`config.mk`:
```
export PLATFORM = sky130hd
export DESIGN_NAME = vramArbiter
export DESIGN_NICKNAME = d
export VERILOG_FILES = /design/src/lspc_config.svh /design/src/lspc_pkg.sv /design/src/vramArbiter.sv
export SDC_FILE = /design/constraint.sdc
export NUM_CORES = 1
export LEC_CHECK = 0
export BUFFER_PORTS_ARGS = -buffer_cell sky130_fd_sc_hd__buf_2
export CAP_MARGIN = 20
export CORE_AREA = 4 4 53 55
export DETAILED_ROUTE_END_ITERATION = 10
export DIE_AREA = 0 0 57 59
export HOLD_SLACK_MARGIN = 0.05
export PLACE_DENSITY = 0.79
export SLEW_MARGIN = 20
export SYNTH_ARGS = -nofsm -noshare
export SYNTH_HDL_FRONTEND = slang
export SYNTH_SLANG_ARGS = --single-unit
```
`constraint.sdc`:
```
create_clock -name CLK_24M -period 1.7 [get_ports CLK_24M]
set_clock_uncertainty 0.2 [all_clocks]
set_input_delay 0.17 -clock CLK_24M [delete_from_list [all_inputs] [get_ports CLK_24M]]
set_output_delay 0.17 -clock CLK_24M [all_outputs]
set_load 0.02 [all_outputs]
```
`src/lspc_config.svh`:
```
`ifndef LSPC_CONFIG_SVH
`define LSPC_CONFIG_SVH

// Raster size, pixels per line and lines per frame
`define LSPC_H_TOTAL 64
`define LSPC_V_TOTAL 32

// First line of vertical blank
`define LSPC_VBLANK_START 24

// Fix tiles fetched on each active line
`define LSPC_FIX_COLS 8

// Fix map start in VRAM, 32 words per tile row
`define LSPC_FIX_BASE 16'h0700

// VRAM size in words
`define LSPC_VRAM_DEPTH 4096

`endif
```
`src/lspc_pkg.sv`:
```
package lspc_pkg;

	// One VRAM data word
	typedef logic [15:0] vramWord_t;

	// VRAM address
	// Bit 15 selects the zone, bits 14:0 are the word offset
	typedef logic [15:0] vramAddr_t;

	// CPU register window, in bus address order
	typedef enum logic [2:0] {
		// Address load, posts a VRAM read
		VRAM_ADDR = 3'd0,
		// Write buffer on write, read buffer on read
		VRAM_DATA = 3'd1,
		// Address step after each VRAM write
		VRAM_MOD  = 3'd2,
		// Timer control bits
		MODE      = 3'd3,
		// Timer reload, upper half
		TIMER_HI  = 3'd4,
		// Timer reload, lower half
		TIMER_LO  = 3'd5,
		// Interrupt acknowledge, one bit per flag
		IRQ_ACK   = 3'd6,
		// Busy, blank and interrupt flags
		STATUS    = 3'd7
	} regSel_t;

endpackage

```
`src/vramArbiter.sv`:
```
`timescale 1ns/1ps

module vramArbiter
	import lspc_pkg::*;
(
	input  logic      CLK_24M,
	input  logic      nRESET,
	// Fix fetcher, read only
	input  logic      fetchValid,
	input  vramAddr_t fetchAddr,
	output logic      fetchReady,
	// CPU port
	input  logic      cpuValid,
	input  logic      cpuWrite,
	input  vramAddr_t cpuAddr,
	input  vramWord_t cpuWdata,
	output logic      cpuReady,
	// Memory side
	output logic      memWe,
	output vramAddr_t memAddr,
	output vramWord_t memWdata,
	input  vramWord_t memRdata,
	// Read return
	output logic      fetchRdValid,
	output logic      cpuRdValid,
	output vramWord_t rdData
);

	logic cpuGrant;
	// Owner of the read in flight
	logic rdFetch;
	logic rdCpu;

	// Fetcher always wins, CPU takes free slots
	assign fetchReady = 1'b1;
	assign cpuReady   = !fetchValid;
	assign cpuGrant   = cpuValid && !fetchValid;

	assign memAddr  = fetchValid ? fetchAddr : cpuAddr;
	assign memWe    = cpuGrant && cpuWrite;
	assign memWdata = cpuWdata;

	// Data comes back one cycle after the grant
	always_ff @(posedge CLK_24M)
	begin
		if (!nRESET)
		begin
			rdFetch <= 1'b0;
			rdCpu   <= 1'b0;
		end
		else
		begin
			rdFetch <= fetchValid;
			rdCpu   <= cpuGrant && !cpuWrite;
		end
	end

	assign fetchRdValid = rdFetch;
	assign cpuRdValid   = rdCpu;
	assign rdData       = memRdata;

endmodule

```
==> summary.txt <==
run status - finished, final reports clean
height of the chip - 59 um
count leader, synth - buf_4
required time of the critical path - 1330 ps
mean instance size in the synthesized netlist - 10.1 um2
DRC marker count from the first detailed-route iteration - 9
critical-path cell list - buf_2, buf_12, mux2_4, buf_2
DR WL met2 - 835 um
DRC violations left - 0
Worst-path clk slew - 30 ps
final number of hold-violating endpoints - 0
number of rows created at floorplan - 18
Setup crit end kind - output port
unrepaired setup endpoints after global routing - false
predominant post-synthesis flop cell - dfxtp_1
gate count of the mapped netlist - 58
total placed instance area - 653 um2
maximum number of pins on one net before global-route repair - 21
detailed-route wire length per cell - 13.4 um
cell occurring most often along the worst timing path - buf_2
final setup fails - 0
final RePlAce weighted congestion - 0.643
die span in x - 57 um
number of global-route vias before repair - 503
HPWL Detailed - 1440 um
family with the most delay on the worst path - buffers and inverters
cell area after layout - 686 um2
DR pass1 iterations - 2
Cell Area, Synth - 586 um2
hold-fix buffer count after cts - 1
final max-slew violation count - 0
Total Neg Setup Slack - 0 ps
effective utilization at floorplan - 24.5%
kind of launch point of the worst setup path - input port
WP data arrival - 920 ps
Post-synth ARST share - 0%
number of flops mapped to enable cells by yosys - 0
Max Fclk - 772 MHz
via density per instance - 4.02
placed cell count - 110
wire length of the first global-routing pass - 2170 um
Tot GR Track Use - 8.23%
count of inserted antenna diode cells - 0
remaining global-route overflow - 0
total clock buffers created by CTS - 3
post-synthesis sequential area ratio - 6.84%
minimum hold slack - 84.3 ps
final critical-path share of the clock period - 76.2%
Mapped Nets - 127
top area cells in the synthesized netlist - buf_4, mux2_4, dfxtp_1
# resized after CTS - 0
number of nets in the layout - 155
Synth Warn # - 0
H-tree depth reported by CTS - 1
fin crit period - 1290 ps
delay of the slowest critical-path stage - 320 ps
Commonest cells post-synth - buf_4, mux2_4, buf_6, dfxtp_1
worst supply voltage drop on vdd - 0.436 mV
TritonCTS clock tree - done
worst-case clock buffer depth - 2
number of storage elements in the synthesis netlist - 2
count of nets left with antenna violations after detail routing - 0
critical setup path kind - in -> out
antenna violations before repair - 0
Total Power Consumption - 343 uW
non-filler instance count after layout - 114
total wire length - 1530 um
cell with the largest stage delay on the worst path - mux2_4
Core Area - 2390 um2
highest routing layer actually used - met4
cell accounting for the most synthesized area - buf_4
number of violations of the max-capacitance limit - 0
highest net fanout along the worst path - 20
Top Ports - 122
cell area power density - 501 nW/um2
synthesis-to-layout area growth - 17.1%
Die Outline Area - 3360 um2
Met3 Wirelength - 267 um
routed metal-1 wire length - 419 um
sum of buffers and inverters on the critical path - 3
Setup Buffers After CTS - 0
worst hold-check path type - in -> reg
vias after detailed routing - 458
port buffer count - 56
cell at the root of the clock tree - clkbuf_4
count of different cell masters after synthesis - 9
leakage component of the power - 0.000421 uW
TritonCTS sink count - 2
proportion of netlist area held by the largest area contributor - 42.3%
fraction of final layout cells with drive strength greater than 1 - 91.7%
logic make-up (layout without fill, tap and decap cells):
group,after synthesis,in the layout,synth area share (%)
DFF,2,2,6.84
other,1,1,0.640
buffers and inverters,36,62,46.8
and+or+nand+nor,3,3,4.70
muxes,16,16,41.0
placed cells by master (no fill, tap or decap):
master and instances:
buf_12 1, inv_1 1, and4bb_2 1, and3b_1 1, buf_2 56, mux2_4 16
dlygate4sd3_1 1, conb_1 1, and2_1 1, clkbuf_4 3, dfxtp_1 2
sequential cells by signal (all words and copies together) (netlist names):
| name | cells |
|---|---|
| cpuRdValid | 1 |
| fetchRdValid | 1 |
report_power, final:
part           switching [uW]  total (uW)  internal (uW)  leakage [uW]
combinational            91.0         195            104      0.000391
clock                    21.4        98.8           77.4     0.0000138
sequential              0.338        49.6           49.2     0.0000165
metrics by stage:
step | setup WS, ps | util [%]
after floorplan | 677 | -
after global placement | 405 | 27.4
after detailed placement | 396 | 27.4
after CTS | 396 | 28.7
after global routing | 384 | 28.7
final | 405 | 28.7
final cells by class:
| cell class | instances | area, um2 |
|---|---|---|
| clock buffer | 3 | 22.5 |
| fill | 273 | 1700 |
| inverter | 1 | 3.75 |
| multi-input combinational | 20 | 272 |
| sequential | 2 | 40.0 |
| tap | 30 | 37.5 |
| timing repair buffer | 58 | 310 |
per-layer routing:
| metal | global-route usage, % | vias up |
|---|---|---|
| met5 | 0 | - |
| met4 | 3.64 | 0 |
| met3 | 4.58 | 2 |
| met2 | 14.5 | 53 |
| met1 | 7.87 | 195 |
| li1 | - | 208 |
worst paths after layout:
check / start / endpoint / slack (ps) / cells after the start
setup / recovery: fetchValid / memAddr[4] / 410 / 4
hold / removal: cpuValid / cpuRdValid / 80 / 2
Power figures use the tool's default switching activity.
