==> src/lspc_config.svh <==
`ifndef LSPC_CONFIG_SVH
`define LSPC_CONFIG_SVH

// Raster size, pixels per line and lines per frame
`define LSPC_H_TOTAL 64
`define LSPC_V_TOTAL 32

// First line of vertical blank
`define LSPC_VBLANK_START 24

// Fix tiles fetched on each active line
`define LSPC_FIX_COLS 8

// Fix map start in VRAM, 32 words per tile row
`define LSPC_FIX_BASE 16'h0700

// VRAM size in words
`define LSPC_VRAM_DEPTH 4096

`endif
==> src/lspc_pkg.sv <==
package lspc_pkg;

	// One VRAM data word
	typedef logic [15:0] vramWord_t;

	// VRAM address
	// Bit 15 selects the zone, bits 14:0 are the word offset
	typedef logic [15:0] vramAddr_t;

	// CPU register window, in bus address order
	typedef enum logic [2:0] {
		// Address load, posts a VRAM read
		VRAM_ADDR = 3'd0,
		// Write buffer on write, read buffer on read
		VRAM_DATA = 3'd1,
		// Address step after each VRAM write
		VRAM_MOD  = 3'd2,
		// Timer control bits
		MODE      = 3'd3,
		// Timer reload, upper half
		TIMER_HI  = 3'd4,
		// Timer reload, lower half
		TIMER_LO  = 3'd5,
		// Interrupt acknowledge, one bit per flag
		IRQ_ACK   = 3'd6,
		// Busy, blank and interrupt flags
		STATUS    = 3'd7
	} regSel_t;

endpackage

==> src/cpuRegs.sv <==
`timescale 1ns/1ps

module cpuRegs
	import lspc_pkg::*;
(
	input  logic        CLK_24M,
	input  logic        nRESET,
	input  regSel_t     cpuSel,
	input  logic        cpuWrite,
	input  logic        cpuRead,
	input  vramWord_t   cpuWdata,
	output vramWord_t   cpuRdata,
	output logic        reqValid,
	input  logic        reqReady,
	output logic        reqWrite,
	output vramAddr_t   reqAddr,
	output vramWord_t   reqWdata,
	input  logic        rdValid,
	input  vramWord_t   rdData,
	output logic        timerLoad,
	output logic [31:0] timerReload,
	output logic        timerMode,
	input  logic        timerExpired,
	input  logic        lineStart,
	input  logic        vblank,
	output logic        irqVblank,
	output logic        irqTimer
);

	vramAddr_t vramAddr;
	vramWord_t vramMod;
	vramWord_t writeBuffer;
	vramWord_t readBuffer;
	vramWord_t mode;
	vramWord_t regValue;
	logic busy;
	logic vblankQ;
	logic postAccess;
	logic ackWrite;
	logic reqTaken;

	// VRAM access only starts when idle, otherwise dropped
	assign postAccess = cpuWrite && !busy && (cpuSel == VRAM_ADDR || cpuSel == VRAM_DATA);
	assign ackWrite   = cpuWrite && (cpuSel == IRQ_ACK);
	assign reqTaken   = reqValid && reqReady;

	assign reqAddr   = vramAddr;
	assign reqWdata  = writeBuffer;
	// Auto-reload enable
	assign timerMode = mode[2];

	// One outstanding VRAM request
	always_ff @(posedge CLK_24M)
	begin
		if (!nRESET)
		begin
			reqValid <= 1'b0;
			reqWrite <= 1'b0;
			busy     <= 1'b0;
		end
		else if (postAccess)
		begin
			reqValid <= 1'b1;
			reqWrite <= (cpuSel == VRAM_DATA);
			busy     <= 1'b1;
		end
		else if (reqTaken)
		begin
			reqValid <= 1'b0;
			// Writes end on acceptance, reads wait for data
			if (reqWrite)
				busy <= 1'b0;
		end
		else if (rdValid)
			busy <= 1'b0;
	end

	// Address, buffers and timer reload
	always_ff @(posedge CLK_24M)
	begin
		if (postAccess && cpuSel == VRAM_ADDR)
			vramAddr <= cpuWdata;
		else if (reqTaken && reqWrite)
			// Step within the zone
			vramAddr <= {vramAddr[15], vramAddr[14:0] + vramMod[14:0]};
		if (postAccess && cpuSel == VRAM_DATA)
			writeBuffer <= cpuWdata;
		if (rdValid)
			readBuffer <= rdData;
		if (cpuWrite)
		begin
			case (cpuSel)
				VRAM_MOD: vramMod <= cpuWdata;
				TIMER_HI: timerReload[31:16] <= cpuWdata;
				TIMER_LO: timerReload[15:0] <= cpuWdata;
				default: ;
			endcase
		end
	end

	// Mode, timer load strobe and interrupt flags
	always_ff @(posedge CLK_24M)
	begin
		if (!nRESET)
		begin
			mode      <= '0;
			timerLoad <= 1'b0;
			vblankQ   <= 1'b0;
			irqVblank <= 1'b0;
			irqTimer  <= 1'b0;
		end
		else
		begin
			vblankQ <= vblank;
			if (cpuWrite && cpuSel == MODE)
				mode <= cpuWdata;
			// Load one cycle later, once both reload halves are in place
			timerLoad <= cpuWrite && (cpuSel == TIMER_LO) && mode[0];
			// Blank entry, a new event beats the acknowledge
			if (lineStart && vblank && !vblankQ)
				irqVblank <= 1'b1;
			else if (ackWrite && cpuWdata[0])
				irqVblank <= 1'b0;
			// Expiry only counts with the interrupt enabled
			if (timerExpired && mode[4])
				irqTimer <= 1'b1;
			else if (ackWrite && cpuWdata[1])
				irqTimer <= 1'b0;
		end
	end

	// Register readback
	always_comb
	begin
		case (cpuSel)
			VRAM_ADDR: regValue = vramAddr;
			VRAM_DATA: regValue = readBuffer;
			VRAM_MOD:  regValue = vramMod;
			MODE:      regValue = mode;
			TIMER_HI:  regValue = timerReload[31:16];
			TIMER_LO:  regValue = timerReload[15:0];
			STATUS:    regValue = {12'd0, irqTimer, irqVblank, vblank, busy};
			default:   regValue = '0;
		endcase
		// Bus idles at zero
		cpuRdata = cpuRead ? regValue : '0;
	end

endmodule

==> config.mk <==
export PLATFORM = sky130hd
export DESIGN_NAME = cpuRegs
export DESIGN_NICKNAME = d
export VERILOG_FILES = /design/src/lspc_config.svh /design/src/lspc_pkg.sv /design/src/cpuRegs.sv
export SDC_FILE = /design/constraint.sdc
export NUM_CORES = 1
export LEC_CHECK = 0
export BUFFER_PORTS_ARGS = -buffer_cell sky130_fd_sc_hd__buf_2
export CORE_MARGIN = 8
export CORE_UTILIZATION = 40
export DETAILED_ROUTE_END_ITERATION = 16
export GPL_TIMING_DRIVEN = 0
export MAX_ROUTING_LAYER = met4
export SLEW_MARGIN = 15
export SYNTH_ARGS = -nofsm -noshare
export SYNTH_HDL_FRONTEND = slang
export SYNTH_SLANG_ARGS = --single-unit
export TNS_END_PERCENT = 1
==> constraint.sdc <==
create_clock -name CLK_24M -period 5.85 [get_ports CLK_24M]
set_clock_uncertainty 0.05 [all_clocks]
set_input_delay 0.8775 -clock CLK_24M [delete_from_list [all_inputs] [get_ports CLK_24M]]
set_output_delay 0.8775 -clock CLK_24M [all_outputs]
set_load 0.02 [all_outputs]
==> metrics.txt <==
hold wc startpoint=mode[9]$_SDFFE_PN0P_; number of flops mapped to enable cells by yosys=96; gr ovfl total=0; full die area=between 15000 and 20000 µm²; Worst-Margin Slew=1.151 ns; setup TNS=0 ns; Yosys top cell by area=edfxtp_1; DR WL/cell=23.65 µm; total leakage power=2.842 nW; Post-Syn Instances=474; initial antenna violation count=1; FF-to-FF Start=reqAddr[0]$_DFFE_PP_; DRC=0; largest net degree at the start of global routing=18; Placed Instances=785; CTS tree=done; GRT Overall Usage=22.04%; setup violators final=0; Area Overhead vs Synth=25.65%; setup bufs post-CTS=0; worst rel slew slack=23.23%; Mapped Avg Cell Area=between 10 and 15 µm²; VDD IR-drop max=202.0 µV; worst min-delay path class=register to register; io pins=130; DRT antenna net count=0; crit path launch type=input port; Vias/cell=5.670; synth unique cells=58; H-Tree Depth=4; Worst Path Arrival=2.77 ns; Horiz. Die Dim=between 100 and 150 µm; Seq cells post-synth=around 120; Achievable Freq=roughly 0.27 GHz; largest cells by area after synthesis=edfxtp_1 (51%), dfxtp_1 (8.1%), nand2_1 (4.5%); Max Buffers Root-to-Sink=2; final hold viol count=0; total clock sinks=119; worst reg2reg path depth=7; critical-path maximum fanout=10; starting density of the core=40.95%; hold buffers post-CTS=0; yosys warns=0; maxcap violations=0; PwrDens=306.0 nW/µm²; Critical Path Sink Type=output pin; total wire length=19320 µm; Max Slew Vio Count=0; number of global-route vias before repair=4748; share of cells above drive strength 1=about a third; top_reg_cell synth=edfxtp_1; syn nets=about 530; cell area after synthesis=5707 µm²; Worst EP required=4.92 ns; outcome=completed; DP Wirelength=13620 µm; # diodes=0; Die Height=135.4 µm; RSZ-0062 raised after global routing=false; worst hold path stage count=2; first-pass GRT wire length=28700 µm; core area=13930 µm²; final std cells w/o fill=817; Clock Latency Late Sink=0.42 ns; Synth top area share=50.52%; CTS buffer count=17; Nets=683; register area share after synthesis=58.58%; Critical path origin=cpuSel[1]; Async S/R FF share, synth=0%; clk root buf=clkbuf_16; DRT iter0 DRCs=459; DRT Pass-1 Iters=5; Tot Pwr=2.194 mW; Tmin final=3.695 ns; Final GP Congestion=0.9041; I/O Buffers=127; Final Cycle Share=63.16%; total number of vias=4632; Row Count=43; kind of critical path=input port to output pin; clk slew on worst S/H paths=0.05 ns; PostCTS Resize Cnt=0
-- final cells by class --
cell class | instances | area [µm²]
sequential | 119 | 3343
inverter | 10 | 40.04
clock inverter | 8 | 70.07
fill | 1249 | 6764
buffer | 28 | 150.1
tap | 180 | 225.2
timing repair buffer | 131 | 665.6
multi-input combinational | 317 | 2183
clock buffer | 24 | 493.0
-- final timing paths --
check / slack (ns) / endpoint
min reg2reg: 0.42 / mode[9]$_SDFFE_PN0P_
max: 2.16 / cpuRdata[0]
max reg2reg: 3.44 / reqAddr[12]$_DFFE_PP_
min: 0.42 / mode[9]$_SDFFE_PN0P_
-- placed cells by master (no fill, tap or decap), types with 9 or more instances in the layout --
cell | Yosys | final
edfxtp_1 | 96 | 96
mux2_2 | 10 | 10
nor2_1 | 17 | 17
a21boi_0 | 15 | 15
clkbuf_1 | 9 | 13
clkbuf_16 | 0 | 18
o21ai_0 | 11 | 11
ha_1 | 14 | 14
and2_1 | 12 | 12
mux2i_1 | 16 | 16
dfxtp_1 | 23 | 23
inv_1 | 9 | 9
buf_2 | 12 | 139
a21oi_1 | 18 | 18
o22ai_1 | 13 | 13
a22oi_1 | 14 | 14
nand2_1 | 69 | 69
nand3_1 | 10 | 10
-- where the power goes --
part	internal, mW	switching [mW]	total, mW
Sequential	0.948	0.0139	0.962
Combinational	0.0821	0.147	0.229
Clock	0.628	0.374	1.00
-- critical path, stage by stage --
cell and delay (ns):
buf_2 0.18, buf_2 0.27, clkbuf_1 0.66, o22ai_1 0.29, a41oi_1 0.23, nor2_1 0.07
buf_2 0.17
-- synthesized netlist by cell type, types with 6 or more instances --
master	number
mux2_2	10
nand4_1	8
and2_1	12
nand2_1	69
and3_1	6
nor2_1	17
nand3_1	10
buf_2	12
inv_1	9
a21oi_1	18
clkbuf_1	9
mux2i_1	16
o22ai_1	13
a22oi_1	14
nor2b_1	8
dfxtp_1	23
edfxtp_1	96
o21ai_0	11
mux4_2	7
a21boi_0	15
ha_1	14
-- flip-flops by register name, summed over array words and instances (netlist names), 16 cells and up --
register and cells:
vramMod 16, reqAddr 16, readBuffer 16, reqWdata 16, timerReload 32, mode 16
-- per-layer routing --
metal	part of all wire (%)	global-route usage (%)	routed length, µm	up-vias
met5	0	-	0	-
met4	2.1	7.341	408	0
met3	8.4	6.157	1623	26
met2	47	33.70	9087	229
met1	42	27.66	8199	2285
li1	-	-	-	2092
-- cell families (layout without fill, tap and decap cells) --
group	after synthesis	count (layout)	share of synthesized area [%]
fa+ha+maj	15	15	3.420
flops	119	119	58.58
simple gates	154	154	13.40
compound gates	109	109	12.80
xor+xnor	6	6	0.9208
mux	33	33	7.542
buf+inv	38	201	3.333
-- per-stage QoR --
stage          instance area (µm²)  hold WS [ns]  util, %  worst slack (ns)
2_1_floorplan                 5707        0.3847        -             2.827
3_3_place_gp                  6568        0.3914    47.13            0.7980
3_5_place_dp                  6608        0.4043    47.42             2.251
4_1_cts                       7171        0.4124    51.46             2.247
5_1_grt                       7171        0.4226    51.46             2.172
6_report                      7171        0.4151    51.46             2.155
Power figures use the tool's default switching activity.
