`config.mk`:
```
export PLATFORM = sky130hd
export DESIGN_NAME = videoSync
export DESIGN_NICKNAME = d
export VERILOG_FILES = /design/src/videoSync.sv
export VERILOG_INCLUDE_DIRS = /design/src /design/src/src
export SDC_FILE = /design/constraint.sdc
export NUM_CORES = 1
export LEC_CHECK = 0
export BUFFER_PORTS_ARGS = -buffer_cell sky130_fd_sc_hd__clkbuf_2
export CORE_MARGIN = 4
export CORE_UTILIZATION = 49
export DETAILED_ROUTE_END_ITERATION = 10
export PLACE_DENSITY = 0.74
export SLEW_MARGIN = 10
export SYNTH_ARGS = -nofsm -noshare
export SYNTH_HDL_FRONTEND = slang
export SYNTH_SLANG_ARGS = --single-unit
```
`constraint.sdc`:
```
create_clock -name CLK_24M -period 2.2 [get_ports CLK_24M]
set_clock_uncertainty 0.15 [all_clocks]
set_input_delay 0.11 -clock CLK_24M [delete_from_list [all_inputs] [get_ports CLK_24M]]
set_output_delay 0.11 -clock CLK_24M [all_outputs]
set_load 0.02 [all_outputs]
```
`src/lspc_config.svh`:
```
`ifndef LSPC_CONFIG_SVH
`define LSPC_CONFIG_SVH

// Raster size, pixels per line and lines per frame
`define LSPC_H_TOTAL 64
`define LSPC_V_TOTAL 32

// First line of vertical blank
`define LSPC_VBLANK_START 24

// Fix tiles fetched on each active line
`define LSPC_FIX_COLS 8

// Fix map start in VRAM, 32 words per tile row
`define LSPC_FIX_BASE 16'h0700

// VRAM size in words
`define LSPC_VRAM_DEPTH 4096

`endif
```
`src/videoSync.sv`:
```
`timescale 1ns/1ps
`include "lspc_config.svh"

module videoSync #(
	parameter int hBits = $clog2(`LSPC_H_TOTAL),
	parameter int vBits = $clog2(`LSPC_V_TOTAL)
) (
	input  logic             CLK_24M,
	input  logic             nRESET,
	output logic             pixelEn,
	output logic [hBits-1:0] hCount,
	output logic [vBits-1:0] vCount,
	output logic             lineStart,
	output logic             vblank
);

	// Quarter-rate phase counter
	logic [1:0] clkDiv;
	logic hLast;
	logic vLast;

	assign hLast = (hCount == hBits'(`LSPC_H_TOTAL - 1));
	assign vLast = (vCount == vBits'(`LSPC_V_TOTAL - 1));

	// One pixel every four clocks
	assign pixelEn = (clkDiv == 2'd0);

	// Counters step just before each enable
	// so every pixelEn cycle sees a fresh count
	always_ff @(posedge CLK_24M)
	begin
		if (!nRESET)
		begin
			clkDiv <= 2'd0;
			hCount <= '0;
			vCount <= '0;
		end
		else
		begin
			clkDiv <= clkDiv + 2'd1;
			if (clkDiv == 2'd3)
			begin
				if (hLast)
				begin
					hCount <= '0;
					// Frame wrap
					vCount <= vLast ? '0 : vCount + vBits'(1);
				end
				else
					hCount <= hCount + hBits'(1);
			end
		end
	end

	// First pixel of every line, new vCount already visible
	assign lineStart = pixelEn && (hCount == '0);

	// Blank runs to the end of the frame
	assign vblank = (vCount >= vBits'(`LSPC_VBLANK_START));

endmodule

```
==> results of run 1 <==
## routing by layer
layer  part of all wire [%]  vias to the layer above  GRT usage, %
met2                     46                       12          24.7
met4                    1.6                        0          7.23
met5                      0                        -             0
met1                     48                      238          20.4
li1                       -                      297             -
met3                    4.7                        4          4.88
## cell usage after synthesis
cell | number | area, µm²
or3_1 | 1 | 6.26
ha_1 | 6 | 75.1
o21ai_0 | 5 | 25.0
nand2_1 | 2 | 7.51
xor2_1 | 3 | 26.3
or4_1 | 1 | 7.51
inv_1 | 5 | 18.8
dfxtp_1 | 13 | 260
nand3_1 | 2 | 10.0
and3_2 | 1 | 7.51
mux2i_1 | 1 | 10.0
nor2_1 | 8 | 30.0
o41ai_1 | 2 | 17.5
xnor2_1 | 1 | 8.76
and2_1 | 2 | 12.5
o311ai_0 | 2 | 17.5
nand3_4 | 1 | 17.5
buf_2 | 1 | 5.00
nand4_1 | 3 | 18.8
and3_1 | 3 | 18.8
nand3_2 | 1 | 10.0
nor4_1 | 1 | 6.26
a21oi_1 | 4 | 20.0
a31oi_1 | 1 | 6.26
nand3b_1 | 1 | 7.51
## flip-flops by register name, indices dropped and copies added, names as in the netlist
signal  cells
vCount      5
hCount      6
clkDiv      2
## logic make-up (layout without fill, tap and decap cells)
group	after synthesis	after routing	synth area share (%)
simple gates	27	27	24.6
mux	1	1	1.54
fa+ha+maj	6	6	11.5
buf+inv	6	25	3.65
flops	13	13	40.0
xor+xnor	4	4	5.39
compound gates	14	14	13.3
## path summary, 6_finish.rpt
| kind | from | endpoint | depth (start not counted) |
|---|---|---|---|
| min reg2reg | clkDiv[0]$_SDFF_PN0_ | clkDiv[0]$_SDFF_PN0_ | 1 |
| min | clkDiv[0]$_SDFF_PN0_ | clkDiv[0]$_SDFF_PN0_ | 1 |
| max | vCount[0]$_SDFFE_PN0P_ | vCount[0]$_SDFFE_PN0P_ | 5 |
| max reg2reg | vCount[0]$_SDFFE_PN0P_ | vCount[0]$_SDFFE_PN0P_ | 5 |
## repair_timing
| action | 4_1_cts | 5_1_grt |
|---|---|---|
| endpoints found under the setup margin | 0 | 0 |
| hold buffers | 1 | 0 |
| endpoints found under the hold margin | 2 | 0 |
## power by group through the flow
stage / Clock [mW] / Combinational (mW) / Sequential [mW]
finish: 0.149 / 0.0395 / 0.244
global route: 0.166 / 0.0432 / 0.244
CTS: 0.150 / 0.0401 / 0.244
detailed placement: 0 / 0.0386 / 0.249
global placement: 0 / 0.0361 / 0.249
floorplan: 0 / 0.0242 / 0.250
## per-stage QoR
step,setup slack (ns),util (%),std cells
6_report,0.316,66.1,104
5_1_grt,0.208,66.1,104
4_1_cts,0.308,66.1,104
3_5_place_dp,0.331,63.0,99
3_3_place_gp,0.383,63.0,99
2_1_floorplan,0.337,-,71
## area by class of cell
| cell class | count | area [µm²] |
|---|---|---|
| fillers | 99 | 397 |
| multi-input cells | 52 | 367 |
| flip-flops and latches | 13 | 260 |
| repair buffers | 16 | 85.1 |
| clock buffers | 4 | 26.3 |
| inverters | 5 | 18.8 |
| well taps | 14 | 17.5 |
## cells in the final DEF (no fill, tap or decap), drive strengths merged
| cell type | count |
|---|---|
| a21oi | 4 |
| a31oi | 1 |
| and2 | 2 |
| and3 | 4 |
| clkbuf | 19 |
| dfxtp | 13 |
| dlygate4sd3 | 1 |
| ha | 6 |
| inv | 5 |
| mux2i | 1 |
| nand2 | 2 |
| nand3 | 4 |
| nand3b | 1 |
| nand4 | 3 |
| nor2 | 8 |
| nor4 | 1 |
| o21ai | 5 |
| o311ai | 2 |
| o41ai | 2 |
| or3 | 1 |
| or4 | 1 |
| xnor2 | 1 |
| xor2 | 3 |
==> qor.yml, run 1 <==
outcome: "finished, final reports clean"
vias: 551
worst_setup_path_start_kind: "register"
cp_cell_sequence: "ha_1 > and3_1 > ha_1 > or4_1 > a21oi_1"
avgSynthCellArea_um2: 9.16
critPathCaptureType: "register"
place_area_um2: 738
syn_area_um2: 651
rows: 12
crit_family: "simple AND/OR/NAND/NOR gates"
core_area_mm2: 0.00117
num_antenna_cells: 0
cts_buffers: 3
p_sw_uw: 107
first_pass_iters: 3
ys_seq_elements: 13
grt_usage_pct: 16.0
max_stage_delay_ns: 0.51
hold_viol: 0
power_frac_comb_pct: 9.2
synth_cell_types: 25
setup_viol: 0
dp_hpwl_um: 1020
finalSetupTns_ns: 0
fp.dieW_um: 44.4
path_class: "reg2reg"
min_path_type: "reg2reg"
cts_max_level: 1
worst_ep_required_time_ns: 2.26
cts.path.max_buffers: 2
yosys_warnings: 0
synthCells: 71
p_int_uw: 325
nNetsFinal: 99
via_per_inst: 5.30
worstPathArrival_ns: 1.94
ctsResizeCount: 0
period_share_pct: 85.6
power_frac_seq_pct: 56.4
slew_headroom_pct: 75.2
powerDensity_mw_per_mm2: 557
clockRootBuffer: "clkbuf_4"
boundaryPins: 16
drtAntennaViolNets: 0
slowest_stage: "or4_1"
first_iter_violations: 2
hold_ws_ns: 0.308
postCtsSetupBuffers: 0
drive_gt1_share_pct: 23.3
timing.critical_path.mode_cell: "ha_1"
area_growth_pct: 19.0
drc_errors: 0
clkPwrFrac_pct: 34.4
dieArea_mm2: 0.00197
cts_tree: "yes"
clock-sinks: 13
r2r_slack_ns: 0.32
tightest_slew_ns: 0.369
wire_per_inst_um: 12.6
clk_pin_slew_worst_paths_ns: 0.08
grt_max_degree: 10
cp_num_buf_inv: 0
antenna_found_initial: 0
design_area_um2: 774
portBuffers: 15
critPathMaxFanout: 6
grt_pass1_wl_um: 2290
max_freq_mhz: 531
p_leak_nw: 0.332
ir_drop_uv: 303
grt_overflow_total: 0
switching_share_pct: 24.7
wl_um: 1320
gp_congestion: 0.754
rsz0062_at_grt: "false"
power_uw: 432
start_util_pct: 55.6
final_max_slew_viol_count: 0
grt_pass1_vias: 504
drv_cap: 0
period_needed_ns: 1.88
die_y_um: 44.4
clock_latency_ns: 0.27
synth-seq-area-share_pct: 40.0
synth_nets: 79
(Power assumes the default switching activity.)
==> inputs of run 2 (changes only) <==
Settings changed: RECOVER_POWER set to 100.
==> qor.yml, run 2 (synthesis results as in run 1) <==
wl_um: 1330  # was 1320 µm
cts_tree: "yes"  # unchanged
start_util_pct: 55.6  # unchanged
largest_reg_flops: 6  # unchanged
first_pass_iters: 2  # was 3
dieArea_mm2: 0.00197  # unchanged
nNetsFinal: 99  # unchanged
ir_drop_uv: 291  # was 303 µV
first_iter_violations: 3  # was 2
tightest_slew_ns: 0.370  # was 0.369 ns
grt_pass1_wl_um: 2290  # unchanged
grt_usage_pct: 16.0  # unchanged
grt_overflow_total: 0  # unchanged
drc_errors: 0  # unchanged
critPathCaptureType: "register"  # unchanged
cts_buffers: 3  # unchanged
final_max_slew_viol_count: 0  # unchanged
power_uw: 429  # was 432 µW
reg2regPathDepth: 5  # unchanged
clock_latency_ns: 0.27  # about the same
drive_gt1_share_pct: 5.56  # was 23.3%
drtAntennaViolNets: 0  # unchanged
cts.path.max_buffers: 2  # unchanged
worst_setup_path_start_kind: "register"  # unchanged
clockRootBuffer: "clkbuf_4"  # unchanged
dp_hpwl_um: 1020  # unchanged
p_leak_nw: 0.282  # was 0.332 nW
boundaryPins: 16  # unchanged
final_common_cell: "clkbuf_1"  # was clkbuf_2
postCtsSetupBuffers: 0  # unchanged
worstPathArrival_ns: 1.95  # was 1.94 ns
grt_max_degree: 10  # unchanged
min_path_cells: 1  # unchanged
finalSetupTns_ns: 0  # unchanged
critPathMaxFanout: 6  # unchanged
setup_viol: 0  # unchanged
cts_max_level: 1  # unchanged
die_y_um: 44.4  # unchanged
vias: 546  # was 551
grt_pass1_vias: 504  # unchanged
worst_ep_required_time_ns: 2.26  # about the same
powerDensity_mw_per_mm2: 577  # was 557 mW/mm²
max_freq_mhz: 529  # was 531 MHz
outcome: "finished, final reports clean"  # unchanged
core_area_mm2: 0.00117  # unchanged
via_per_inst: 5.25  # was 5.30
regMostFlops: "hCount"  # unchanged
rsz0062_at_grt: "false"  # unchanged
period_needed_ns: 1.89  # was 1.88 ns
layout_common_cells: "clkbuf_1 (16), dfxtp_1 (13), nor2_1 (8)"  # was clkbuf_2 (15), dfxtp_1 (13), nor2_1 (8)
antenna_found_initial: 0  # unchanged
portBuffers: 15  # unchanged
num_antenna_cells: 0  # unchanged
fp.dieW_um: 44.4  # unchanged
hold_viol: 0  # unchanged
area_growth_pct: 14.2  # was 19.0%
slew_headroom_pct: 75.1  # was 75.2%
gp_congestion: 0.754  # unchanged
ctsResizeCount: 0  # unchanged
reg_top3: "hCount x6, vCount x5, clkDiv x2"  # unchanged
drv_cap: 0  # unchanged
rows: 12  # unchanged
path_class: "reg2reg"  # unchanged
clock-sinks: 13  # unchanged
wire_per_inst_um: 12.7  # was 12.6 µm
period_share_pct: 85.9  # was 85.6%
clk_pin_slew_worst_paths_ns: 0.08  # about the same
min_path_type: "reg2reg"  # unchanged
run 2: cell count changes in the layout (fill, tap and decap cells not counted):
cell / before / now
nand3_4: 1 / 0
nand3_1: 2 / 3
clkbuf_1: 1 / 16
clkbuf_2: 15 / 0
run 2: where the power goes:
part / switching [mW] / internal (mW) / total, mW
combinational: 0.0241 / 0.0129 / 0.0369
sequential: 0.00377 / 0.240 / 0.244
clock: 0.0782 / 0.0702 / 0.148
run 2: final cells by class:
cell class | instances | area [µm²]
multi-input combinational | 52 | 354
timing repair buffer | 16 | 66.3
tap | 14 | 17.5
fill | 111 | 428
sequential | 13 | 260
clock buffer | 4 | 26.3
inverter | 5 | 18.8
run 2: critical path, stage by stage, from the launching register on:
cell and delay (ns):
dfxtp_1 0.36, ha_1 0.23, and3_1 0.19, ha_1 0.23
or4_1 0.51, a21oi_1 0.16
run 2: layer usage:
| metal | GRT usage, % | part of all wire (%) | up-vias |
|---|---|---|---|
| met5 | 0 | 0 | - |
| met4 | 7.23 | 0.60 | 0 |
| met3 | 4.88 | 4.8 | 2 |
| met2 | 24.7 | 46 | 10 |
| met1 | 20.4 | 49 | 237 |
| li1 | - | - | 297 |
run 2: through the flow:
step	std cells	setup slack, ns	util [%]	area (µm²)	hold WS [ns]
after global placement	99	0.383	63.0	738	0.268
final	104	0.311	63.5	743	0.309
after CTS	104	0.308	66.1	774	0.307
after detailed placement	99	0.331	63.0	738	0.261
after floorplan	71	0.337	-	651	0.0817
after global routing	104	0.177	63.5	743	0.326
run 2: repair_timing:
item                                   4_1_cts  5_1_grt
hold buffers                                 1        0
setup endpoints to repair                    0        0
endpoints found under the hold margin        2        0
run 2: worst paths after layout:
| path | start | to | slack (ns) |
|---|---|---|---|
| setup / recovery | vCount[0]$_SDFFE_PN0P_ | vCount[0]$_SDFFE_PN0P_ | 0.31 |
| hold / removal | clkDiv[0]$_SDFF_PN0_ | clkDiv[0]$_SDFF_PN0_ | 0.31 |
| setup reg to reg | vCount[0]$_SDFFE_PN0P_ | vCount[0]$_SDFFE_PN0P_ | 0.31 |
| hold reg to reg | clkDiv[0]$_SDFF_PN0_ | clkDiv[0]$_SDFF_PN0_ | 0.31 |
==> inputs of run 3 (changes only) <==
Settings changed: REMOVE_ABC_BUFFERS set to 1.
==> qor.yml, run 3 (synthesis results as in run 1) <==
powerDensity_mw_per_mm2: 586  # was 577 mW/mm²
portBuffers: 15  # unchanged
grt_overflow_total: 0  # unchanged
place_area_um2: 738  # unchanged
first_pass_iters: 4  # was 2
dieArea_mm2: 0.00197  # unchanged
worst_ep_required_time_ns: 2.28  # was 2.26 ns
postCtsSetupBuffers: 0  # unchanged
design_area_um2: 744  # was 743 µm²
reg_top3: "hCount x6, vCount x5, clkDiv x2"  # unchanged
period_needed_ns: 1.89  # about the same
final_common_cell: "clkbuf_1"  # unchanged
clock_latency_ns: 0.29  # was 0.27 ns
worst_setup_path_start_kind: "register"  # unchanged
gp_congestion: 0.714  # was 0.754
cts_tree: "yes"  # unchanged
core_area_mm2: 0.00117  # unchanged
antenna_found_initial: 0  # unchanged
drv_cap: 0  # unchanged
hold_path_end: "clkDiv[0]$_SDFF_PN0_"  # unchanged
ir_drop_uv: 368  # was 291 µV
drtAntennaViolNets: 0  # unchanged
reg2regPathDepth: 5  # unchanged
first_iter_violations: 11  # was 3
final_max_slew_viol_count: 0  # unchanged
wl_um: 1360  # was 1330 µm
use_met2_pct: 24.1  # was 24.7%
met1_usage_pct: 18.0  # was 20.4%
clk_pin_slew_worst_paths_ns: 0.09  # was 0.08 ns
hp-start: "clkDiv[0]$_SDFF_PN0_"  # unchanged
grt_pass1_wl_um: 2150  # was 2290 µm
hold_viol: 0  # unchanged
slew_headroom_pct: 74.6  # was 75.1%
final_core_util_pct: 63.6  # was 63.5%
hold_ws_ns: 0.301  # was 0.309 ns
drc_errors: 0  # unchanged
critPathCaptureType: "register"  # unchanged
reg2reg_to: "vCount[0]$_SDFFE_PN0P_"  # unchanged
cts.path.max_buffers: 2  # unchanged
grt_usage_pct: 15.0  # was 16.0%
grt_max_degree: 10  # unchanged
regMostFlops: "hCount"  # unchanged
fp.dieW_um: 44.4  # unchanged
nNetsFinal: 99  # unchanged
area_growth_pct: 14.4  # was 14.2%
ctsResizeCount: 0  # unchanged
tightest_slew_ns: 0.376  # was 0.370 ns
cts_buffers: 3  # unchanged
min_path_type: "reg2reg"  # unchanged
num_antenna_cells: 0  # unchanged
boundaryPins: 16  # unchanged
layout_common_cells: "clkbuf_1 (15), dfxtp_1 (13), nor2_1 (8)"  # was clkbuf_1 (16), dfxtp_1 (13), nor2_1 (8)
largest_reg_flops: 6  # unchanged
p_leak_nw: 0.284  # was 0.282 nW
use_met3_pct: 6.10  # was 4.88%
start_util_pct: 55.6  # unchanged
path_class: "reg2reg"  # unchanged
vias: 603  # was 546
min_path_cells: 1  # unchanged
postCtsHoldBufs: 1  # unchanged
grt_pass1_vias: 470  # was 504
wire_per_inst_um: 13.1  # was 12.7 µm
critPathMaxFanout: 6  # unchanged
grt_most_used_layer: "met2"  # unchanged
drive_gt1_share_pct: 6.67  # was 5.56%
r2r_slack_ns: 0.31  # about the same
r2r-start: "vCount[0]$_SDFFE_PN0P_"  # unchanged
clock-sinks: 13  # unchanged
rows: 12  # unchanged
setup_viol: 0  # unchanged
power_uw: 437  # was 429 µW
rsz0062_at_grt: "false"  # unchanged
outcome: "finished, final reports clean"  # unchanged
period_share_pct: 86.1  # was 85.9%
die_y_um: 44.4  # unchanged
clockRootBuffer: "clkbuf_4"  # unchanged
dp_hpwl_um: 987  # was 1020 µm
cts_max_level: 1  # unchanged
via_per_inst: 5.80  # was 5.25
max_freq_mhz: 528  # was 529 MHz
worstPathArrival_ns: 1.98  # was 1.95 ns
finalSetupTns_ns: 0  # unchanged
run 3: changes by cell type in the layout (fill, tap and decap cells not counted):
| cell | change |
|---|---|
| clkbuf_1 | -1 |
| clkinv_2 | +1 |
| and2_0 | +1 |
| and2_1 | -1 |
run 3: critical path, cell delays in order (launching register included):
cell     delay, ns
dfxtp_1       0.36
ha_1          0.24
and3_1        0.19
ha_1          0.23
or4_1         0.53
a21oi_1       0.14
run 3: how the worst max path moves through the flow:
stage | slack, ns | startpoint | endpoint
6_report | 0.31 | vCount[0]$_SDFFE_PN0P_ | vCount[0]$_SDFFE_PN0P_
3_5_place_dp | 0.34 | vCount[0]$_SDFFE_PN0P_ | vCount[0]$_SDFFE_PN0P_
2_1_floorplan | 0.34 | vCount[0]$_SDFFE_PN0P_ | vCount[0]$_SDFFE_PN0P_
4_1_cts | 0.32 | vCount[0]$_SDFFE_PN0P_ | vCount[0]$_SDFFE_PN0P_
5_1_grt | 0.19 | clkDiv[0]$_SDFF_PN0_ | vCount[0]$_SDFFE_PN0P_
3_3_place_gp | 0.39 | vCount[0]$_SDFFE_PN0P_ | vCount[0]$_SDFFE_PN0P_
run 3: layout make-up:
class                      count  area (µm²)
multi-input combinational     52         354
clock buffer                   3        22.5
clock inverter                 1        5.00
timing repair buffer          16        66.3
sequential                    13         260
inverter                       5        18.8
fill                         112         427
tap                           14        17.5
run 3: stage by stage:
step / std cells / setup slack, ns
detailed placement: 99 / 0.336
floorplan: 70 / 0.337
CTS: 104 / 0.317
global route: 104 / 0.187
global placement: 99 / 0.388
finish: 104 / 0.305
run 3: routing by layer:
layer / wire (µm) / vias up
met4: 21 / 0
li1: - / 298
met5: 0 / -
met2: 630 / 21
met3: 116 / 3
met1: 590 / 281
run 3: power breakdown:
part | switching, mW | internal (mW)
Clock | 0.0898 | 0.0678
Combinational | 0.0232 | 0.0123
Sequential | 0.00373 | 0.240
Total | 0.117 | 0.320
