<file path="config.mk">
export PLATFORM = sky130hd
export DESIGN_NAME = rasterTimer
export DESIGN_NICKNAME = d
export VERILOG_FILES = /design/src/lspc_config.svh /design/src/rasterTimer.sv
export SDC_FILE = /design/constraint.sdc
export NUM_CORES = 1
export LEC_CHECK = 0
export BUFFER_PORTS_ARGS = -buffer_cell sky130_fd_sc_hd__buf_4
export CAP_MARGIN = 20
export CORE_UTILIZATION = 30
export DETAILED_ROUTE_END_ITERATION = 16
export PLACE_DENSITY = 0.48
export SKIP_LAST_GASP = 1
export SYNTH_ARGS = -nofsm -noshare
export SYNTH_HDL_FRONTEND = slang
export SYNTH_SLANG_ARGS = --single-unit
</file>
<file path="constraint.sdc">
create_clock -name CLK_24M -period 2.45 [get_ports CLK_24M]
set_clock_uncertainty 0.05 [all_clocks]
set_input_delay 0.1225 -clock CLK_24M [delete_from_list [all_inputs] [get_ports CLK_24M]]
set_output_delay 0.1225 -clock CLK_24M [all_outputs]
set_load 0.02 [all_outputs]
</file>
<file path="src/lspc_config.svh">
`ifndef LSPC_CONFIG_SVH
`define LSPC_CONFIG_SVH

// Raster size, pixels per line and lines per frame
`define LSPC_H_TOTAL 64
`define LSPC_V_TOTAL 32

// First line of vertical blank
`define LSPC_VBLANK_START 24

// Fix tiles fetched on each active line
`define LSPC_FIX_COLS 8

// Fix map start in VRAM, 32 words per tile row
`define LSPC_FIX_BASE 16'h0700

// VRAM size in words
`define LSPC_VRAM_DEPTH 4096

`endif
</file>
<file path="src/rasterTimer.sv">
`timescale 1ns/1ps

module rasterTimer (
	input  logic        CLK_24M,
	input  logic        nRESET,
	input  logic        pixelEn,
	input  logic        timerLoad,
	input  logic [31:0] timerReload,
	input  logic        timerMode,
	output logic        timerExpired
);

	// Pixel down counter
	logic [31:0] count;
	logic atZero;

	assign atZero = (count == 32'd0);

	// Expiry on the pixel that finds zero
	// A load in the same cycle takes precedence
	assign timerExpired = pixelEn && atZero && !timerLoad;

	always_ff @(posedge CLK_24M)
	begin
		if (!nRESET)
			count <= 32'd0;
		else if (timerLoad)
			count <= timerReload;
		else if (pixelEn)
		begin
			if (!atZero)
				count <= count - 32'd1;
			else if (timerMode)
				// Auto-reload, period of reload plus one pixels
				count <= timerReload;
		end
	end

endmodule

</file>
==> metrics, run 1 <==
core area 7850 µm²; syn_nets 358; ys flop type dfxtp_1; worst setup path end count[7]$_SDFFE_PN0P_; Overall Power 0.00166 W; crit path capture type register; minimum clock period 2.33 ns; final max-slew violation count 0; LEAKAGE between 1 and 1.5 nW; TNS Setup 0 ns; max FFs per register 32; Min Hold Slack 0.0497 ns; CTS Root Cell clkbuf_8; Int Power about 0.0010 W; reg-to-reg endpoint count[7]$_SDFFE_PN0P_; Crit-path slowest cell dfxtp_1; wire length per cell 18.9 µm; R2R depth 9; Max Root-Sink Buffers 2; Top reg by flops count; row cnt 32; Slew HR 0.626; drt first pass iters 4; Min-Delay Path Class input pin to register; Largest regs count: 32 flops; H-tree depth 2; register area around 640 µm²; Worst-Skew Late Latency 0.29 ns; syn avg cell area 7.77 µm²; Reg clk slew, reported paths about 0.070 ns; DR iter-0 viols 150; layout cells sized above 1 0.278; IO Count 38; Worst-Margin Slew 0.558 ns; number of global-route vias before repair 2779; final setup violation count 0; Final Wtd Congestion roughly 0.86; Multi-input gate area 1700 µm²; origin of the worst setup path count[1]$_SDFFE_PN0P_; Die Wd 92.9 µm; Ys Warns 0; sequential share of the synthesized area 0.259; status completed; GRT Total Usage 0.217; Clock Power Share 0.268; Fillers ~860; drc violations 0; area grow syn2layout 26.6%; total of max-cap violations 0; IO buf count 37; Routed Antenna Nets 0; RSZ-0062 raised after global routing false; Comb power frac 0.359; worst setup path class register to register; CP Max Fanout 15; Sw Share 0.368; first-pass GRT wire length 14400 µm; pin count of the biggest net entering global routing 26; Num CTS Buffers 5; CP startpoint kind register; grt ovf 0; crit path DAT 2.47 ns; Max VDD drop 0.224 mV; fmax about 430 MHz; die footprint 8630 µm²; # diodes 0; EDFF count, synth 0; Die Y 92.9 µm; HPWL after DPL around 6500 µm; via count 2755; total wire length 9010 µm; cell area power density approximately 530 nW/µm²; crit share post-route 0.952; starting density of the core 0.316; initial antenna violation count 0; Final Hold Violating Endpoints 0; Sequential Power Share 0.373; R2R Path Start count[1]$_SDFFE_PN0P_; Critical Path, Cell by Cell inv_1, ha_1, nor3b_1, nand4_2, buf_4, o41ai_4, buf_4, o21ai_0, and4b_1; CTS Sinks 32; via/cell ratio 5.79; Nets 412; post-synthesis cell area roughly 2500 µm²; CP required 2.59 ns; CTS tree built; #FFs+latches synth 32; Most common cell on crit path buf_4; asr flop ratio synth 0; delay of the slowest critical-path stage between 0.3 and 0.4 ns; synthesized instance count 319; post-synth cell types 52; flop2flop setup slack 0.12 ns; switching power 0.000611 W
how the worst min path moves through the flow:
stage | slack (ns) | end | from | depth (start not counted)
global placement | 0.35 | count[5]$_SDFFE_PN0P_ | timerReload[5] | 2
finish | 0.05 | count[5]$_SDFFE_PN0P_ | timerReload[5] | 2
detailed placement | 0.35 | count[5]$_SDFFE_PN0P_ | timerReload[5] | 2
CTS | 0.05 | count[5]$_SDFFE_PN0P_ | timerReload[5] | 2
floorplan | 0.24 | count[24]$_SDFFE_PN0P_ | timerReload[24] | 2
global route | 0.05 | count[5]$_SDFFE_PN0P_ | timerReload[5] | 2
logic make-up (layout without fill, tap and decap cells):
family | count (synthesis) | after routing | synth area share
buf+inv | 34 | 89 | 0.0697
flops | 32 | 32 | 0.259
simple gates | 150 | 150 | 0.360
compound gates | 85 | 85 | 0.235
fa+ha+maj | 2 | 2 | 0.0101
mux | 16 | 16 | 0.0662
critical path: cells and delay by family, from the launching register on:
kind	cells	cell delay, ns
compound gates	2	0.38
simple gates	3	0.68
buf+inv	3	0.59
flops	1	0.34
fa+ha+maj	1	0.18
Yosys cell counts, types with 2 or more instances:
cell,n,share of area
a21oi_1,32,0.065
a22oi_1,6,0.018
a31o_2,2,0.0071
a31oi_1,3,0.0076
and2_1,6,0.015
and3_1,7,0.018
and4_1,5,0.018
buf_2,6,0.012
buf_4,4,0.012
buf_6,3,0.014
clkbuf_1,14,0.021
dfxtp_1,32,0.26
ha_1,2,0.010
inv_1,6,0.0091
mux2_2,3,0.014
mux2i_1,13,0.053
nand2_1,27,0.041
nand2b_1,3,0.0076
nand3_1,12,0.024
nand4_1,12,0.030
nor2_1,15,0.023
nor3_1,21,0.042
nor4_1,18,0.045
nor4_2,2,0.010
nor4_4,2,0.017
o21ai_0,4,0.0081
o221a_2,2,0.0091
o22ai_1,20,0.051
o31ai_1,5,0.015
or2_2,2,0.0050
or3_1,6,0.015
or4_1,4,0.012
power by group through the flow:
stage               logic, W  clock network [W]  registers [W]
global placement    0.000575                  0       0.000630
global route        0.000647           0.000466       0.000625
finish              0.000594           0.000445       0.000619
CTS                 0.000583           0.000450       0.000618
floorplan           0.000373                  0       0.000611
detailed placement  0.000579                  0       0.000629
cell type report:
class,count,share of cell area
Clock buffer,8,0.0287
Inverter,7,0.00838
Multi-Input combinational cell,253,0.541
Sequential cell,32,0.204
Tap cell,102,0.0407
Timing Repair Buffer,74,0.177
layout by cell type, fill, tap and decap left out, types with 6 or more instances in the layout:
cell type,count
buf_4,74
a21oi_1,32
dfxtp_1,32
nand2_1,27
o22ai_1,20
nor3_1,19
nor4_1,17
nor2_1,15
mux2i_1,13
nand3_1,12
nand4_1,12
and3_1,7
inv_1,6
and2_1,6
a22oi_1,6
or3_1,6
clkbuf_8,6
stage by stage:
step | std cells | setup slack (ns) | utilization | area [µm²]
2_1_floorplan | 319 | 0.245 | - | 2480
3_3_place_gp | 466 | 0.104 | 0.383 | 3010
3_5_place_dp | 466 | 0.0702 | 0.383 | 3010
4_1_cts | 474 | 0.0307 | 0.394 | 3100
5_1_grt | 476 | 0.0102 | 0.400 | 3140
6_report | 476 | 0.118 | 0.400 | 3140
timing repair:
| action | 4_1_cts | 5_1_grt |
|---|---|---|
| setup endpoints to repair | 0 | 17 |
| hold buffers | 0 | 0 |
| buffers inserted | 0 | 2 |
| gates resized for setup | 0 | 4 |
routing by layer:
layer  global-route usage  vias to the layer above  share of wire
met4               0.0885                        0          0.020
met1                0.279                     1309           0.46
met3               0.0402                       19          0.051
met5                    0                        -              0
met2                0.355                       85           0.46
li1                     -                     1342              -
Power figures use the tool's default switching activity.
==> run 2, diff against run 1 <==
ABC_AREA = 1   (was default)
==> metrics, run 2 <==
area grow syn2layout 17.8% (was 26.6%); initial antenna violation count 0 (unchanged); final setup violation count 0 (unchanged); Final Hold Violating Endpoints 0 (unchanged); cell area power density 527 nW/µm² (was 529 nW/µm²); syn_nets 458 (was 358); syn avg cell area 5.95 µm² (was 7.77 µm²); Worst-Margin Slew 0.836 ns (was 0.558 ns); drt first pass iters 4 (unchanged); Yosys top cell by area dfxtp_1 (unchanged); crit path buf inv count 2 (was 3); layout cells sized above 1 0.152 (was 0.278); most frequent cells in the layout nand2_1 (102), nor2_1 (90), buf_4 (42) (was buf_4 (74), a21oi_1 (32), dfxtp_1 (32)); first-pass GRT wire length 12000 µm (was 14400 µm); CTS Sinks 32 (unchanged); wire length per cell 12.8 µm (was 18.9 µm); asr flop ratio synth 0 (unchanged); Crit-path slowest cell dfxtp_1 (unchanged); post-synth cell types 27 (was 52); GRT Total Usage 0.175 (was 0.217); Multi-input gate area 1610 µm² (was 1700 µm²); Synth area leaders dfxtp_1 (26%), nand2_1 (15%), nor2_1 (14%) (was dfxtp_1 (26%), a21oi_1 (6.5%), mux2i_1 (5.3%)); # diodes 0 (unchanged); delay of the slowest critical-path stage 0.34 ns (about the same); Nets 493 (was 412); Top reg by flops count (unchanged); Largest regs count: 32 flops (unchanged); CTS-repair resized insts 0 (unchanged); TNS Setup 0 ns (unchanged); post-synth top area share 0.257 (was 0.259); Ys Warns 0 (unchanged); CTS tree built (unchanged); total of max-cap violations 0 (unchanged); IO Count 38 (unchanged); Num CTS Buffers 5 (unchanged); fmax 516 MHz (was 429 MHz); total wire length 7110 µm (was 9010 µm); Die Y 93.1 µm (was 92.9 µm); Slew HR 0.440 (was 0.626); worst setup path class register to output port (was register to register); final max-slew violation count 0 (unchanged); crit path DAT 1.77 ns (was 2.47 ns); via count 2629 (was 2755); top cell family by delay on the critical path simple AND/OR/NAND/NOR gates (unchanged); CTS Root Cell clkbuf_8 (unchanged); register area 641 µm² (unchanged); RSZ-0062 raised after global routing false (unchanged); starting density of the core 0.316 (about the same); CP startpoint kind register (unchanged); Min Hold Slack 0.0533 ns (was 0.0497 ns); minimum clock period 1.94 ns (was 2.33 ns); total placed cells including tap cells 549 (was 466); Fillers 906 (was 859); sequential share of the synthesized area 0.257 (was 0.259); row cnt 32 (unchanged); Post-CTS Repair Setup Buffers 0 (unchanged); status completed (unchanged); Max Root-Sink Buffers 2 (unchanged); number of global-route vias before repair 2508 (was 2779); hold_buf cts 0 (unchanged); LEAKAGE 1.36 nW (was 1.23 nW); CP Max Fanout 4 (was 15); most frequent cells after synthesis nand2_1 (102), nor2_1 (90), inv_1 (40) (was a21oi_1 (32), dfxtp_1 (32), nand2_1 (27)); ys flop type dfxtp_1 (unchanged); Critical Path, Cell by Cell nor2_1, nand2_1, nor2_4, nand2_2, inv_1, nand4_1, nor3b_1, buf_4 (was inv_1, ha_1, nor3b_1, nand4_2, buf_4, o41ai_4, buf_4, o21ai_0, and4b_1); via/cell ratio 4.72 (was 5.79); Min-Delay Path Class input pin to register (unchanged); pin count of the biggest net entering global routing 32 (was 26); #FFs+latches synth 32 (unchanged); Die Wd 93.1 µm (was 92.9 µm); cell with the most instances after synthesis nand2_1; Worst-Skew Late Latency 0.29 ns (about the same); synthesized instance count 419 (was 319); post-synthesis cell area 2490 µm² (was 2480 µm²); crit share post-route 0.791 (was 0.952); Final Wtd Congestion 0.797 (was 0.861); Max VDD drop 0.278 mV (was 0.224 mV); H-tree depth 2 (unchanged); grt peak-use layer met2 (unchanged); HPWL after DPL 5310 µm (was 6530 µm); met2 Use GR 0.286 (was 0.355); Final Non-Filler Cells 557 (was 476); EDFF count, synth 0 (unchanged); met1 usage 0.242 (was 0.279); Routed Antenna Nets 0 (unchanged); leading cell type in the layout, fill and taps excluded nand2_1 (was buf_4); crit path capture type output port (was register); DR iter-0 viols 85 (was 150); grt ovf 0 (unchanged); die footprint 8670 µm² (was 8630 µm²); CP required 2.28 ns (was 2.59 ns); met3 usage 0.0268 (was 0.0402); Reg clk slew, reported paths 0.08 ns (was 0.07 ns); max FFs per register 32 (unchanged); drc violations 0 (unchanged); core area 7890 µm² (was 7850 µm²); IO buf count 37 (unchanged)
==> run 2: stage by stage <==
| step | setup WS [ns] | total power (W) | area (µm²) | util |
|---|---|---|---|---|
| 2_1_floorplan | 0.838 | 0.000980 | 2490 | - |
| 3_3_place_gp | 0.594 | 0.00112 | 2840 | 0.360 |
| 3_5_place_dp | 0.577 | 0.00112 | 2840 | 0.360 |
| 4_1_cts | 0.522 | 0.00156 | 2930 | 0.372 |
| 5_1_grt | 0.309 | 0.00166 | 2930 | 0.372 |
| 6_report | 0.512 | 0.00155 | 2930 | 0.372 |
==> run 2: path summary, 6_finish.rpt <==
kind                               start  slack (ns)                     end  depth (start not counted)
setup / recovery   count[8]$_SDFFE_PN0P_        0.51            timerExpired                          8
hold / removal           timerReload[25]        0.05  count[25]$_SDFFE_PN0P_                          3
setup reg to reg   count[0]$_SDFFE_PN0P_        0.56  count[20]$_SDFFE_PN0P_                         11
hold reg to reg   count[29]$_SDFFE_PN0P_        0.45  count[29]$_SDFFE_PN0P_                          2
==> run 2: cell families after synthesis <==
group | synth area share
AND/OR/NAND/NOR | 0.413
AO/OA/AOI/OAI | 0.156
buffers and inverters | 0.0974
flip-flops | 0.257
XOR/XNOR | 0.0668
adder cells (fa/ha/maj) | 0.0100
==> run 2: cell type report <==
| cell class | instances | area share |
|---|---|---|
| Sequential cell | 32 | 0.218 |
| Multi-Input combinational cell | 333 | 0.548 |
| Clock inverter | 2 | 0.00341 |
| Clock buffer | 6 | 0.0281 |
| Timing Repair Buffer | 42 | 0.107 |
| Tap cell | 102 | 0.0435 |
| Inverter | 40 | 0.0512 |
==> run 2: worst register-to-register path: cells and delay by family (launching register included) <==
| family | cells | cell delay, ns |
|---|---|---|
| flip-flops | 1 | 0.32 |
| AO/OA/AOI/OAI | 2 | 0.47 |
| buffers and inverters | 2 | 0.13 |
| adder cells (fa/ha/maj) | 1 | 0.21 |
| AND/OR/NAND/NOR | 6 | 0.64 |
==> run 2: power by group <==
part | leakage, nW | total, W | switching [W] | internal (W)
clock network | 0.0510 | 0.000434 | 0.000209 | 0.000224
logic | 1.04 | 0.000491 | 0.000302 | 0.000189
registers | 0.266 | 0.000622 | 0.0000564 | 0.000566
total | 1.36 | 0.00155 | 0.000568 | 0.000979
==> run 2: routing by layer <==
layer,wire [µm],up-vias
met1,3640,1186
met3,281,6
met4,78,0
li1,-,1397
met2,3100,40
met5,0,-
==> run 3, diff against run 2 <==
PLACE_DENSITY = 0.49   (was 0.48)
clock period = 1.7 ns   (was 2.45 ns; I/O delays follow)
==> metrics, run 3 (synthesis gave the netlist of run 2 again) <==
status finished, violations left (was completed); failing checks negative setup slack; hold_buf cts 0 (unchanged); CTS Root Cell clkbuf_8 (unchanged); min-delay src timerReload[25] (unchanged); most frequent cells in the layout buf_4 (119), nand2_1 (84), nor2_1 (75) (was nand2_1 (102), nor2_1 (90), buf_4 (42)); DR iter-0 viols 128 (was 85); # diodes 0 (unchanged); CP Max Fanout 2 (was 4); final max-slew violation count 0 (unchanged); crit share post-route 1.09; R2R Path Start count[15]$_SDFFE_PN0P_ (was count[0]$_SDFFE_PN0P_); GRT Total Usage 0.214 (was 0.175); fmax 541 MHz; Worst-Skew Late Latency 0.29 ns (about the same); drt first pass iters 4 (unchanged); Slew HR 0.563 (was 0.440); Reg clk slew, reported paths 0.07 ns (was 0.08 ns); core area 7890 µm² (unchanged); Largest regs count: 32 flops (unchanged); final setup violation count 33 (was 0); total of max-cap violations 0 (unchanged); Die Wd 93.1 µm (unchanged); leading cell type in the layout, fill and taps excluded buf_4 (was nand2_1); pin count of the biggest net entering global routing 29 (was 32); worst hold endpoint count[25]$_SDFFE_PN0P_ (unchanged); max FFs per register 32 (unchanged); Final Wtd Congestion 0.804 (was 0.797); layout cells sized above 1 0.421 (was 0.152); Worst-Margin Slew 0.653 ns (was 0.836 ns); wire length per cell 14.3 µm (was 12.8 µm); H-tree depth 2 (unchanged); HPWL after DPL 5820 µm (was 5310 µm); total wire length 9410 µm (was 7110 µm); Num CTS Buffers 5 (unchanged); reg-to-reg endpoint count[1]$_SDFFE_PN0P_ (was count[20]$_SDFFE_PN0P_); CP required 1.56 ns (was 2.28 ns); via/cell ratio 4.74 (was 4.72); CTS tree built (unchanged); initial antenna violation count 0 (unchanged); crit path capture type output port (unchanged); die footprint 8670 µm² (unchanged); final worst slack -0.148 ns (was 0.512 ns); drc violations 0 (unchanged); first-pass GRT wire length 14300 µm (was 12000 µm); starting density of the core 0.316 (unchanged); flop2flop setup slack -0.14 ns (was 0.56 ns); minimum clock period roughly 1.8 ns; worst setup path class register to output port (unchanged); cell area power density 669 nW/µm² (was 527 nW/µm²); IO Count 38 (unchanged); via count 3108 (was 2629); Nets 592 (was 493); Min-Delay Path Class input pin to register (unchanged); Placed Instance Area 3350 µm² (was 2840 µm²); RSZ-0062 raised after global routing true (was false); Final Hold Violating Endpoints 0 (unchanged); IO buf count 37 (unchanged); finished layout cell area 4170 µm² (was 2930 µm²); grt ovf 0 (unchanged); Fillers 780 (was 906); WHS Path Cells 3 (unchanged); crit path DAT 1.71 ns (was 1.77 ns); area grow syn2layout 67.3% (was 17.8%); R2R depth 12 (was 11); number of global-route vias before repair 3097 (was 2508); Max Root-Sink Buffers 2 (unchanged); row cnt 32 (unchanged); Overall Power 0.00279 W (was 0.00155 W); Routed Antenna Nets 0 (unchanged); CP startpoint kind register (unchanged); Max VDD drop 0.326 mV (was 0.278 mV); Die Y 93.1 µm (unchanged); LEAKAGE 2.01 nW (was 1.36 nW); CTS Sinks 32 (unchanged); Top reg by flops count (unchanged)
## run 3: cell types whose count changed in the layout (fill, tap and decap cells not counted), moves of 8 or more
| cell | change |
|---|---|
| buf_6 | +10 |
| nand3_2 | +8 |
| nand2_1 | -18 |
| nor2_1 | -15 |
| nand3_1 | -9 |
| buf_4 | +77 |
| a21oi_1 | -9 |
| nand2_4 | +8 |
| nand2_2 | +10 |
| nor2_2 | +8 |
## run 3: stage by stage
step	util	instances	TNS, ns	hold slack (ns)	setup slack (ns)
6_report	0.528	656	-3.33	0.00943	-0.148
5_1_grt	0.528	656	-6.55	0.0316	-0.248
4_1_cts	0.497	649	-1.44	0.000319	-0.102
3_5_place_dp	0.425	612	-9.03	0.301	-0.336
3_3_place_gp	0.425	612	-8.21	0.298	-0.299
2_1_floorplan	-	419	0	0.203	0.125
## run 3: what timing repair did
action                                 4_1_cts  5_1_grt
endpoints found under the hold margin        0        0
pin swaps                                   27       35
buffers inserted                            26        4
setup endpoints to repair                   33       33
cloned                                       3        4
resized for setup                           57       47
## run 3: report_power, final
| part | switching [W] | total [W] | internal [W] |
|---|---|---|---|
| registers | 0.0000520 | 0.000870 | 0.000818 |
| logic | 0.000658 | 0.00128 | 0.000622 |
| clock network | 0.000308 | 0.000638 | 0.000331 |
| total | 0.00102 | 0.00279 | 0.00177 |
## run 3: worst max path at each step
stage,depth (start not counted),endpoint,slack (ns),from
finish,9,timerExpired,-0.15,count[15]$_SDFFE_PN0P_
global route,11,count[1]$_SDFFE_PN0P_,-0.25,count[15]$_SDFFE_PN0P_
CTS,9,timerExpired,-0.10,count[10]$_SDFFE_PN0P_
detailed placement,10,count[20]$_SDFFE_PN0P_,-0.34,count[0]$_SDFFE_PN0P_
global placement,10,count[21]$_SDFFE_PN0P_,-0.30,count[0]$_SDFFE_PN0P_
floorplan,7,timerExpired,0.13,count[18]$_SDFFE_PN0P_
## run 3: critical path: stages (launching register included)
cell     delay, ns
dfxtp_2       0.34
nor2_4        0.12
nand2_2       0.09
nor2_4        0.14
buf_6         0.12
nand2_4       0.05
inv_2         0.07
nand4_1       0.14
nor3b_2       0.19
buf_4         0.16
## run 3: final cells by class
cell class,instances,area [µm²],area share
multi-input combinational,334,1910,0.458
timing repair buffer,140,1240,0.298
sequential,32,649,0.156
inverter,40,150,0.0360
tap,102,128,0.0306
clock buffer,8,90.1,0.0216
## run 3: layer usage
metal,wire length [µm],global-route usage,up-vias
li1,-,-,1593
met5,0,0,-
met3,355,0.0407,13
met4,136,0.0936,0
met1,4360,0.255,1432
met2,4560,0.371,70
